<file path="config.mk">
export PLATFORM = sky130hd
export DESIGN_NAME = cpu_core
export DESIGN_NICKNAME = d
export VERILOG_FILES = /design/src/common/cpu_ctrl_pkg.sv /design/src/common/cpu_isa_pkg.sv /design/src/datapath/alu.sv /design/src/datapath/datapath.sv /design/src/hdl/address_unit.sv /design/src/hdl/cpu_core.sv /design/src/sequencer/sequencer.sv
export VERILOG_INCLUDE_DIRS = /design/src /design/src/common
export SDC_FILE = /design/constraint.sdc
export NUM_CORES = 1
export LEC_CHECK = 0
export ABC_AREA = 1
export BUFFER_PORTS_ARGS = -buffer_cell sky130_fd_sc_hd__buf_2
export CORE_MARGIN = 2
export CORE_UTILIZATION = 50
export DETAILED_ROUTE_END_ITERATION = 10
export PLACE_DENSITY = 0.65
export SYNTH_ARGS = -nofsm -noshare
export SYNTH_HDL_FRONTEND = slang
export SYNTH_SLANG_ARGS = --single-unit
</file>
<file path="constraint.sdc">
create_clock -name sys -period 3.65 [get_ports sys]
set_input_delay 0.365 -clock sys [delete_from_list [all_inputs] [get_ports sys]]
set_output_delay 0.365 -clock sys [all_outputs]
set_load 0.02 [all_outputs]
</file>
<file path="src/common/cpu_params.svh">
`ifndef CPU_PARAMS_SVH
`define CPU_PARAMS_SVH

`define STATUS_N 7
`define STATUS_V 6
`define STATUS_R 5
`define STATUS_B 4
`define STATUS_D 3
`define STATUS_I 2
`define STATUS_Z 1
`define STATUS_C 0

`define START_ADDR 16'h0200
`define STACK_PAGE 8'h01
`define SP_RESET   8'hFF

`endif

</file>
<file path="src/common/cpu_ctrl_pkg.sv">
package cpu_ctrl_pkg;

	typedef logic [7:0]  data_t;
	typedef logic [15:0] addr_t;

	typedef enum logic [2:0] {
		ALU_ADD,
		ALU_SUB,
		ALU_AND,
		ALU_OR,
		ALU_XOR,
		ALU_PASS_B
	} alu_func_t;

	// ALU A input
	typedef enum logic [1:0] {A_ACC, A_ZERO, A_P} a_src_t;

	// ALU B input
	typedef enum logic {B_BUS, B_ZERO} b_src_t;

	// Bus address
	typedef enum logic [1:0] {ADDR_PC, ADDR_ZP, ADDR_STACK} addr_src_t;

endpackage

</file>
<file path="src/common/cpu_isa_pkg.sv">
package cpu_isa_pkg;

	// Kept opcodes, 6502 encodings
	typedef enum logic [7:0] {
		ORA_IMM = 8'h09,
		AND_IMM = 8'h29,
		EOR_IMM = 8'h49,
		ADC_IMM = 8'h69,
		LDA_IMM = 8'hA9,
		SBC_IMM = 8'hE9,
		STA_ZP  = 8'h85,
		PHP     = 8'h08,
		CLC     = 8'h18,
		SEC     = 8'h38,
		NOP     = 8'hEA
	} opcode_t;

	// Operation group of the cc=01 instructions
	typedef enum logic [2:0] {
		GRP_ORA, GRP_AND, GRP_EOR, GRP_ADC,
		GRP_STA, GRP_LDA, GRP_CMP, GRP_SBC
	} aaa_t;

	typedef struct packed {
		aaa_t       aaa;
		logic [2:0] bbb;
		logic [1:0] cc;
	} op_fields_t;

	// Same byte, whole opcode or split into fields
	typedef union packed {
		opcode_t    op;
		op_fields_t f;
	} ins_word_t;

	typedef enum logic [1:0] {MODE_IMPLIED, MODE_IMM, MODE_ZP} addr_mode_t;

	// Only the cc=01 group carries an operand in this core
	function automatic addr_mode_t decode_mode(op_fields_t f);
		if (f.cc == 2'b01 && f.bbb == 3'b010)
			return MODE_IMM;
		if (f.cc == 2'b01 && f.bbb == 3'b001)
			return MODE_ZP;
		return MODE_IMPLIED;
	endfunction

endpackage

</file>
<file path="src/datapath/alu.sv">
`timescale 1ns/100ps

module alu (
	input  cpu_ctrl_pkg::data_t     a,
	input  cpu_ctrl_pkg::data_t     b,
	input  logic                    carry_in,
	input  cpu_ctrl_pkg::alu_func_t func,
	output cpu_ctrl_pkg::data_t     result,
	output logic                    n,
	output logic                    z,
	output logic                    c,
	output logic                    v
);

	import cpu_ctrl_pkg::*;

	data_t      b_eff;
	logic [8:0] sum;

	// Subtract as a + ~b + C, borrow is the inverted carry
	assign b_eff = (func == ALU_SUB) ? ~b : b;
	assign sum = {1'b0, a} + {1'b0, b_eff} + {8'd0, carry_in};

	always_comb begin
		c = 1'b0;
		v = 1'b0;
		case (func)
		ALU_ADD, ALU_SUB: begin
			result = sum[7:0];
			c = sum[8];
			// Same input signs, different result sign
			v = (a[7] == b_eff[7]) && (sum[7] != a[7]);
		end
		ALU_AND: result = a & b;
		ALU_OR: result = a | b;
		ALU_XOR: result = a ^ b;
		default: result = b;
		endcase
	end

	assign n = result[7];
	assign z = (result == 8'h00);

endmodule

</file>
<file path="src/datapath/datapath.sv">
`timescale 1ns/100ps
`include "cpu_params.svh"

module datapath (
	input  logic                    sys,
	input  logic                    rst,
	input  cpu_ctrl_pkg::data_t     rdata,
	input  cpu_ctrl_pkg::a_src_t    a_sel,
	input  cpu_ctrl_pkg::b_src_t    b_sel,
	input  cpu_ctrl_pkg::alu_func_t alu_func,
	input  logic                    acc_we,
	input  logic                    store_p,
	input  logic                    sp_dec,
	input  cpu_ctrl_pkg::data_t     p_mask,
	input  cpu_ctrl_pkg::data_t     p_set,
	input  cpu_ctrl_pkg::data_t     p_clr,
	output cpu_ctrl_pkg::data_t     wdata,
	output cpu_ctrl_pkg::data_t     sp
);

	import cpu_ctrl_pkg::*;

	data_t acc, p, p_next;
	data_t alu_a, alu_b, result;
	data_t flags, status;
	logic  n, z, c, v;

	always_comb begin
		case (a_sel)
		A_ACC: alu_a = acc;
		A_P: alu_a = p;
		default: alu_a = '0;
		endcase
		alu_b = (b_sel == B_BUS) ? rdata : '0;
	end

	alu i_alu (
		.a        (alu_a),
		.b        (alu_b),
		.carry_in (p[`STATUS_C]),
		.func     (alu_func),
		.result   (result),
		.n        (n),
		.z        (z),
		.c        (c),
		.v        (v)
	);

	always_comb begin
		flags = '0;
		flags[`STATUS_N] = n;
		flags[`STATUS_V] = v;
		flags[`STATUS_Z] = z;
		flags[`STATUS_C] = c;
		// Set wins over clear, clear over the ALU flag
		for (int i = 0; i < 8; i++) begin
			if (p_set[i])
				p_next[i] = 1'b1;
			else if (p_clr[i])
				p_next[i] = 1'b0;
			else if (p_mask[i])
				p_next[i] = flags[i];
			else
				p_next[i] = p[i];
		end
	end

	always_ff @(posedge sys) begin
		if (rst) begin
			sp <= `SP_RESET;
			p <= '0;
			p[`STATUS_R] <= 1'b1;
		end else begin
			if (sp_dec)
				sp <= sp - 8'd1;
			p <= p_next;
		end
	end

	always_ff @(posedge sys) begin
		if (acc_we)
			acc <= result;
	end

	// Pushed status always shows R and B high
	always_comb begin
		status = p;
		status[`STATUS_R] = 1'b1;
		status[`STATUS_B] = 1'b1;
	end

	assign wdata = store_p ? status : acc;

endmodule

</file>
<file path="src/hdl/address_unit.sv">
`timescale 1ns/100ps
`include "cpu_params.svh"

module address_unit (
	input  logic                    sys,
	input  logic                    rst,
	input  cpu_ctrl_pkg::data_t     rdata,
	input  logic                    pc_inc,
	input  logic                    ins_we,
	input  logic                    zp_we,
	input  cpu_ctrl_pkg::addr_src_t addr_sel,
	input  cpu_ctrl_pkg::data_t     sp,
	output cpu_ctrl_pkg::addr_t     addr,
	output cpu_isa_pkg::ins_word_t  ins
);

	import cpu_ctrl_pkg::*;
	import cpu_isa_pkg::*;

	addr_t pc;
	data_t zp;

	// No vector fetch, execution starts at a fixed address
	always_ff @(posedge sys) begin
		if (rst) begin
			pc <= `START_ADDR;
			ins.op <= NOP;
		end else begin
			if (pc_inc)
				pc <= pc + 16'd1;
			if (ins_we)
				ins <= rdata;
		end
	end

	always_ff @(posedge sys) begin
		if (zp_we)
			zp <= rdata;
	end

	always_comb begin
		case (addr_sel)
		ADDR_ZP: addr = {8'h00, zp};
		ADDR_STACK: addr = {`STACK_PAGE, sp};
		default: addr = pc;
		endcase
	end

endmodule

</file>
<file path="src/hdl/cpu_core.sv">
`timescale 1ns/100ps

module cpu_core (
	input  logic                sys,
	input  logic                rst,
	input  cpu_ctrl_pkg::data_t rdata,
	output cpu_ctrl_pkg::addr_t addr,
	output cpu_ctrl_pkg::data_t wdata,
	output logic                oe,
	output logic                we,
	output logic                sync
);

	import cpu_ctrl_pkg::*;
	import cpu_isa_pkg::*;

	ins_word_t ins;
	logic      pc_inc, ins_we, zp_we;
	addr_src_t addr_sel;
	a_src_t    a_sel;
	b_src_t    b_sel;
	alu_func_t alu_func;
	logic      acc_we, store_p, sp_dec;
	data_t     p_mask, p_set, p_clr;
	data_t     sp;

	sequencer i_sequencer (
		.sys      (sys),
		.rst      (rst),
		.ins      (ins),
		.oe       (oe),
		.we       (we),
		.sync     (sync),
		.pc_inc   (pc_inc),
		.ins_we   (ins_we),
		.zp_we    (zp_we),
		.addr_sel (addr_sel),
		.a_sel    (a_sel),
		.b_sel    (b_sel),
		.alu_func (alu_func),
		.acc_we   (acc_we),
		.store_p  (store_p),
		.sp_dec   (sp_dec),
		.p_mask   (p_mask),
		.p_set    (p_set),
		.p_clr    (p_clr)
	);

	datapath i_datapath (
		.sys      (sys),
		.rst      (rst),
		.rdata    (rdata),
		.a_sel    (a_sel),
		.b_sel    (b_sel),
		.alu_func (alu_func),
		.acc_we   (acc_we),
		.store_p  (store_p),
		.sp_dec   (sp_dec),
		.p_mask   (p_mask),
		.p_set    (p_set),
		.p_clr    (p_clr),
		.wdata    (wdata),
		.sp       (sp)
	);

	address_unit i_address_unit (
		.sys      (sys),
		.rst      (rst),
		.rdata    (rdata),
		.pc_inc   (pc_inc),
		.ins_we   (ins_we),
		.zp_we    (zp_we),
		.addr_sel (addr_sel),
		.sp       (sp),
		.addr     (addr),
		.ins      (ins)
	);

endmodule

</file>
<file path="src/sequencer/sequencer.sv">
`timescale 1ns/100ps
`include "cpu_params.svh"

module sequencer (
	input  logic                    sys,
	input  logic                    rst,
	input  cpu_isa_pkg::ins_word_t  ins,
	output logic                    oe,
	output logic                    we,
	output logic                    sync,
	output logic                    pc_inc,
	output logic                    ins_we,
	output logic                    zp_we,
	output cpu_ctrl_pkg::addr_src_t addr_sel,
	output cpu_ctrl_pkg::a_src_t    a_sel,
	output cpu_ctrl_pkg::b_src_t    b_sel,
	output cpu_ctrl_pkg::alu_func_t alu_func,
	output logic                    acc_we,
	output logic                    store_p,
	output logic                    sp_dec,
	output cpu_ctrl_pkg::data_t     p_mask,
	output cpu_ctrl_pkg::data_t     p_set,
	output cpu_ctrl_pkg::data_t     p_clr
);

	import cpu_ctrl_pkg::*;
	import cpu_isa_pkg::*;

	enum logic [1:0] {S_RESET, S_FETCH, S_DECODE, S_EXECUTE} state, state_next;

	addr_mode_t mode;
	logic       imm_op;

	assign mode = decode_mode(ins.f);

	// Held in S_RESET while rst is high, so all strobes stay low
	always_ff @(posedge sys) begin
		if (rst)
			state <= S_RESET;
		else
			state <= state_next;
	end

	always_comb begin
		oe = 1'b0;
		we = 1'b0;
		sync = 1'b0;
		pc_inc = 1'b0;
		ins_we = 1'b0;
		zp_we = 1'b0;
		addr_sel = ADDR_PC;
		// Constant inputs when idle, less toggling in the ALU
		a_sel = A_ZERO;
		b_sel = B_ZERO;
		alu_func = ALU_PASS_B;
		acc_we = 1'b0;
		store_p = 1'b0;
		sp_dec = 1'b0;
		p_mask = '0;
		p_set = '0;
		p_clr = '0;
		imm_op = 1'b0;
		state_next = state;
		case (state)
		S_RESET: begin
			state_next = S_FETCH;
		end
		S_FETCH: begin
			oe = 1'b1;
			sync = 1'b1;
			pc_inc = 1'b1;
			ins_we = 1'b1;
			state_next = S_DECODE;
		end
		S_DECODE: begin
			state_next = S_FETCH;
			case (mode)
			MODE_IMM: begin
				case (ins.f.aaa)
				GRP_LDA: imm_op = 1'b1;
				GRP_ADC, GRP_SBC: begin
					imm_op = 1'b1;
					a_sel = A_ACC;
					// SBC borrows through C, same as the 6502
					alu_func = (ins.f.aaa == GRP_SBC) ? ALU_SUB : ALU_ADD;
					p_mask[`STATUS_C] = 1'b1;
					p_mask[`STATUS_V] = 1'b1;
				end
				GRP_AND: begin
					imm_op = 1'b1;
					a_sel = A_ACC;
					alu_func = ALU_AND;
				end
				GRP_ORA: begin
					imm_op = 1'b1;
					a_sel = A_ACC;
					alu_func = ALU_OR;
				end
				GRP_EOR: begin
					imm_op = 1'b1;
					a_sel = A_ACC;
					alu_func = ALU_XOR;
				end
				default: ;
				endcase
				// Operand read and result write share this cycle
				if (imm_op) begin
					oe = 1'b1;
					pc_inc = 1'b1;
					b_sel = B_BUS;
					acc_we = 1'b1;
					p_mask[`STATUS_N] = 1'b1;
					p_mask[`STATUS_Z] = 1'b1;
				end
			end
			MODE_ZP: begin
				if (ins.op == STA_ZP) begin
					oe = 1'b1;
					pc_inc = 1'b1;
					zp_we = 1'b1;
					state_next = S_EXECUTE;
				end
			end
			default: begin
				case (ins.op)
				PHP: begin
					we = 1'b1;
					addr_sel = ADDR_STACK;
					store_p = 1'b1;
					sp_dec = 1'b1;
				end
				CLC: p_clr[`STATUS_C] = 1'b1;
				SEC: p_set[`STATUS_C] = 1'b1;
				default: ;
				endcase
			end
			endcase
		end
		S_EXECUTE: begin
			// Zero page write of the accumulator
			we = 1'b1;
			addr_sel = ADDR_ZP;
			state_next = S_FETCH;
		end
		default: state_next = S_FETCH;
		endcase
	end

endmodule

</file>
==> impl_metrics.yaml, run 1 <==
outcome:
  status: "completed"
global_route:
  grt_pass1_wl_um: 15600
  grt_usage_pct: 23.1
  grt_max_degree: 26
  grt_remaining_overflow: 0
  grt_antenna_before_repair: 0
  first_global_vias: 3288
sta:
  fmax_mhz: 300
  slew_viol_final: 0
  maxSlewHeadroom_pct: 49.2
  final.period_utilization_pct: 91.2
  finClkSkew_ns: 0.00720
  period_needed_ns: 3.33
  tightest_slew_ns: 0.761
  setup_viol: 0
  rsz0062_at_grt: "no"
  final_hold_viol_count: 0
  finalSetupTns_ns: 0
synth:
  yosysSeqAreaShare_pct: 32.3
  yosys.area.top_type_share_pct: 19.8
  synth-seq-cells: 54
  ys_types: 35
  syn-num-nets: 594
  syn_area_per_cell_um2: 6.98
  syn_inst: 551
  synth.largest_area_cell: "dfxtp_1"
  synth_warnings: 0
  syn_area_um2: 3850
  synthTopCellsByArea: "dfxtp_1, nand2_1, edfxtp_1"
run:
  cap_violations: 0
floorplan:
  die_area_um2: 8410
  core_area_um2: 7370
  start_util_pct: 52.2
  die_w_um: 91.7
  rows: 31
  io_pins: 37
  die_y_um: 91.7
setup_path:
  path_class: "reg2reg"
  required_ns: 3.90
  r2r-start: "i_sequencer.state[0]"
  reg2reg_depth: 21
  critPathCaptureType: "register"
  path_max_fanout: 8
  reg2reg_to: "i_datapath.p[1]"
  crit_start: "i_sequencer.state[0]"
  arrival_ns: 3.58
  worstSetupStartpointType: "register"
  reg2reg_slack_ns: 0.32
final_layout:
  syn2layout_area_growth_pct: 10.2
  drive_gt1_share_pct: 13.7
  final_cell_area_um2: 4240
  final_common_cell: "nand2_1"
  final_cell_mix: "nand2_1, inv_1, a21oi_1"
  nets: 627
  antennaDiodeCount: 0
clocking:
  cts_tree: "done"
  clkSinkCount: 54
  clock_path_buffers: 2
  htreeDepth: 2
  ctsRootBufferMaster: "clkbuf_8"
  clkTransAtPathRegs_ns: 0.10
  clk_latency_ns: 0.31
  cts_made_buffers: 5
route:
  drtIter0Drc: 236
  via_per_inst: 5.22
  route.detailed.drc: 0
  wl_per_cell_um: 13.8
  drtAntennaViolNets: 0
  drtPass1Iterations: 6
  vias: 3573
  wirelength_um: 9410
place:
  hpwl_um: 7120
  dpl-instance-area_um2: 4120
  gp_congestion: 0.870
  port_buffers: 36
power_and_ir_drop:
  power.density_nw_per_um2: 273
  clkPwrFrac_pct: 35.7
  power_switching_mw: 0.293
  seqPwrFrac_pct: 55.0
  p_leak_nw: 2.32
  sw_frac_of_total_pct: 25.3
  ir_worst_vdd_v: 0.000164
  p_int_mw: 0.865
  p_comb_share_pct: 9.3
hold_path:
  hold_path_class: "in2reg"
  min_delay_path_depth: 1
  min_from: "rdata[2]"
  hold_path_end: "i_address_unit.zp[2]"
==> cell usage after synthesis, drive strengths merged <==
cell,instances
a21oi,39
a221oi,8
and2,1
buf,3
clkbuf,13
clkinv,1
dfxtp,38
edfxtp,16
fa,2
ha,31
inv,106
nand2,141
nand3,28
nand3b,4
nand4,25
nor2,42
nor3,6
o211a,1
o211ai,1
o21a,1
o21ai,30
o21bai,2
or2,1
or3,1
xnor2,4
xor2,6
==> repair_timing <==
action | in CTS | in global routing
setup buffers | 0 | 0
resized for setup | 0 | 3
hold buffers | 0 | 0
setup endpoints to repair | 0 | 2
hold endpoints to repair | 0 | 0
==> logic make-up after synthesis <==
| logic type | share of synthesized area [%] |
|---|---|
| AOI/OAI and AO/OA | 11.8 |
| xor gates and xnor gates | 2.28 |
| adders and majority gates | 11.1 |
| buffers and inverters | 12.5 |
| DFF | 32.3 |
| and+or+nand+nor | 30.0 |
==> worst max-delay path, cell delays in order, from the launching register on <==
cell and delay, ns:
dfxtp_1 0.35, inv_1 0.06, ha_1 0.23, nand2_1 0.12, nor2_2 0.19, inv_1 0.08
nor2_2 0.18, nand2_4 0.14, xnor2_1 0.18, fa_1 0.40, inv_1 0.12, fa_1 0.24
nand3_1 0.11, nand2_1 0.08, nand2_1 0.05, nand3_1 0.08, nand2_1 0.05, o21ai_1 0.16
nand2_1 0.08, nor2_1 0.12, nand4_1 0.10, a21oi_1 0.13
==> final cells by class <==
| cell class | count | area, µm² |
|---|---|---|
| fillers | 719 | 3130 |
| well taps | 99 | 124 |
| flip-flops and latches | 54 | 1240 |
| multi-input cells | 374 | 2130 |
| clock inverters | 2 | 36.3 |
| clock buffers | 6 | 72.6 |
| repair buffers | 42 | 225 |
| inverters | 107 | 405 |
==> how the worst max path moves through the flow <==
stage          slack (ns)         endpoint
4_1_cts              0.29  i_datapath.p[1]
5_1_grt             0.008  i_datapath.p[1]
3_3_place_gp         0.50  i_datapath.p[0]
6_report             0.32  i_datapath.p[1]
2_1_floorplan        0.58  i_datapath.p[1]
3_5_place_dp         0.33  i_datapath.p[1]
==> flip-flops by register name, indices dropped and copies added (netlist names) <==
register and count:
i_address_unit.ins 8, i_address_unit.pc 16, i_datapath.p 4, i_datapath.acc 8, i_sequencer.state 2, i_address_unit.zp 8
i_datapath.sp 8
==> power groups by stage <==
stage	registers [mW]	clock network, mW	logic [mW]
2_1_floorplan	0.649	0	0.0719
3_3_place_gp	0.650	0	0.105
3_5_place_dp	0.650	0	0.107
4_1_cts	0.637	0.420	0.107
5_1_grt	0.638	0.437	0.118
6_report	0.637	0.413	0.107
==> routing by layer <==
layer / track usage [%] / vias to the layer above / part of all wire (%) / routed length [µm]
met1: 31.2 / 1615 / 47 / 4390
met2: 38.3 / 103 / 46 / 4330
met5: 0 / - / 0 / 0
li1: - / 1836 / - / -
met3: 3.37 / 19 / 5.2 / 492
met4: 6.84 / 0 / 2.2 / 204
==> per-stage QoR <==
step / worst slack [ns] / instances / util [%] / hold slack [ns] / power (mW)
finish: 0.322 / 684 / 57.5 / 0.283 / 1.16
global route: 0.00785 / 684 / 57.5 / 0.276 / 1.19
CTS: 0.289 / 684 / 57.4 / 0.287 / 1.16
detailed placement: 0.331 / 676 / 55.9 / 0.455 / 0.757
global placement: 0.499 / 676 / 55.9 / 0.449 / 0.755
floorplan: 0.575 / 551 / - / 0.438 / 0.721
Note: power is estimated with default switching activity, not from simulation.
==> inputs of run 2 (changes only) <==
--- a/config.mk
+++ b/config.mk
@@ -10,8 +10,10 @@
 export BUFFER_PORTS_ARGS = -buffer_cell sky130_fd_sc_hd__buf_2
 export CORE_MARGIN = 2
 export CORE_UTILIZATION = 50
+export CTS_CLUSTER_SIZE = 10
 export DETAILED_ROUTE_END_ITERATION = 10
 export PLACE_DENSITY = 0.65
+export REMOVE_ABC_BUFFERS = 1
 export SYNTH_ARGS = -nofsm -noshare
 export SYNTH_HDL_FRONTEND = slang
 export SYNTH_SLANG_ARGS = --single-unit
==> impl_metrics.yaml, run 2 (synthesis gave the netlist of run 1 again) <==
sta:
  setup_viol: 0
  period_needed_ns: 3.36
  fmax_mhz: 298
  final.period_utilization_pct: 92.1
  finalSetupTns_ns: 0
  slew_viol_final: 0
  maxSlewHeadroom_pct: 46.6
  tightest_slew_ns: 0.801
  finClkSkew_ns: 0.00814
  final_hold_viol_count: 0
  rsz0062_at_grt: "no"
  whs_ns: 0.281
setup_path:
  path_max_fanout: 25
  r2r-start: "i_sequencer.state[0]"
  crit_start: "i_sequencer.state[0]"
  path_class: "reg2out"
  worstSetupStartpointType: "register"
  required_ns: 3.28
  critPathCaptureType: "primary output"
  arrival_ns: 3.00
hold_path:
  min_from: "rdata[1]"
  hold_path_class: "in2reg"
power_and_ir_drop:
  p_comb_share_pct: 9.6
  power.density_nw_per_um2: 266
  ir_worst_vdd_v: 0.000174
  clkPwrFrac_pct: 33.8
  sw_frac_of_total_pct: 25.7
  seqPwrFrac_pct: 56.5
  p_leak_nw: 2.31
  p_int_mw: 0.837
  power_switching_mw: 0.290
final_layout:
  largest_reg_flops: 16
  register_area_um2: 1240
  drive_gt1_share_pct: 13.7
  stdcell_count: 684
  top_register: "i_address_unit.pc"
  antennaDiodeCount: 0
  final_cell_mix: "nand2_1, inv_1, a21oi_1"
  fillCellCount: 755
  final_common_cell: "nand2_1"
  syn2layout_area_growth_pct: 10.1
  multi_input_area_um2: 2140
  nets: 627
clocking:
  cts_hold_buffers: 0
  clock_path_buffers: 2
  ctsRootBufferMaster: "clkbuf_8"
  clk_latency_ns: 0.32
  clkTransAtPathRegs_ns: 0.09
  clkSinkCount: 54
  cts_setup_buffers: 0
  cts_made_buffers: 5
  htreeDepth: 2
  cts_tree: "done"
route:
  drtAntennaViolNets: 0
  wirelength_um: 9810
  vias: 3578
  route.detailed.drc: 0
  drtPass1Iterations: 4
  drtIter0Drc: 212
  wl_per_cell_um: 14.3
  via_per_inst: 5.23
floorplan:
  die_y_um: 91.7
  die_w_um: 91.7
  die_area_um2: 8410
  rows: 31
  core_area_um2: 7370
  start_util_pct: 52.2
  io_pins: 37
place:
  dp_cells: 676
  gp_congestion: 0.918
  port_buffers: 36
  hpwl_um: 7320
global_route:
  first_global_vias: 3348
  grt_max_degree: 26
  grt_pass1_wl_um: 16300
  grt_usage_pct: 24.1
  grt_antenna_before_repair: 0
  grt_remaining_overflow: 0
run:
  cap_violations: 0
outcome:
  status: "completed"
==> run 2: changes by cell type in the layout (fill, tap and decap cells not counted), sizes merged <==
cell / change
clkbuf: +2
inv: -1
bufinv: -1
==> run 2: final cells by class <==
type	instances	area share, %
clock buffers	8	2.39
inverters	107	9.51
multi-input cells	374	50.5
flip-flops and latches	54	29.3
well taps	99	2.92
repair buffers	42	5.32
==> run 2: final timing paths <==
path / depth (start not counted) / end / slack, ns
setup / recovery: 10 / addr[5] / 0.29
hold / removal: 1 / i_address_unit.zp[1] / 0.28
setup reg to reg: 22 / i_datapath.p[1] / 0.32
hold reg to reg: 2 / i_address_unit.ins[2] / 0.47
==> run 2: stage by stage <==
stage          util [%]  setup slack, ns  power (mW)  cell area [µm²]
6_report           57.5            0.289        1.13             4240
2_1_floorplan         -            0.376       0.717             3770
4_1_cts            57.3            0.229        1.14             4220
5_1_grt            57.5           0.0242        1.17             4240
3_3_place_gp       55.9            0.370       0.756             4120
3_5_place_dp       55.9            0.301       0.758             4120
==> run 2: routing by layer <==
metal  up-vias  global-route usage (%)  routed length, µm  share of wire (%)
met1      1632                    32.0               4510                 46
met3        13                    2.63                491                5.0
met5         -                       0                  0                  0
met4         0                    9.58                184                1.9
met2        94                    40.3               4620                 47
li1       1839                       -                  -                  -
==> run 2: timing repair <==
item | 4_1_cts | 5_1_grt
endpoints found under the setup margin | 0 | 1
endpoints found under the hold margin | 0 | 0
resized for setup | 0 | 4
==> run 2: power by group through the flow <==
stage / sequential, mW / clock [mW] / combinational (mW)
2_1_floorplan: 0.651 / 0 / 0.0660
3_3_place_gp: 0.650 / 0 / 0.106
3_5_place_dp: 0.651 / 0 / 0.107
4_1_cts: 0.637 / 0.391 / 0.108
5_1_grt: 0.639 / 0.411 / 0.121
6_report: 0.637 / 0.381 / 0.109
==> run 2: worst max-delay path: stages, from the launching register on <==
cell	delay [ns]
dfxtp_1	0.35
inv_1	0.07
ha_1	0.22
nand2_2	0.11
nor2_4	0.41
nand3_2	0.17
clkinv_2	0.13
ha_1	0.53
a221oi_1	0.42
a21oi_1	0.08
buf_2	0.19
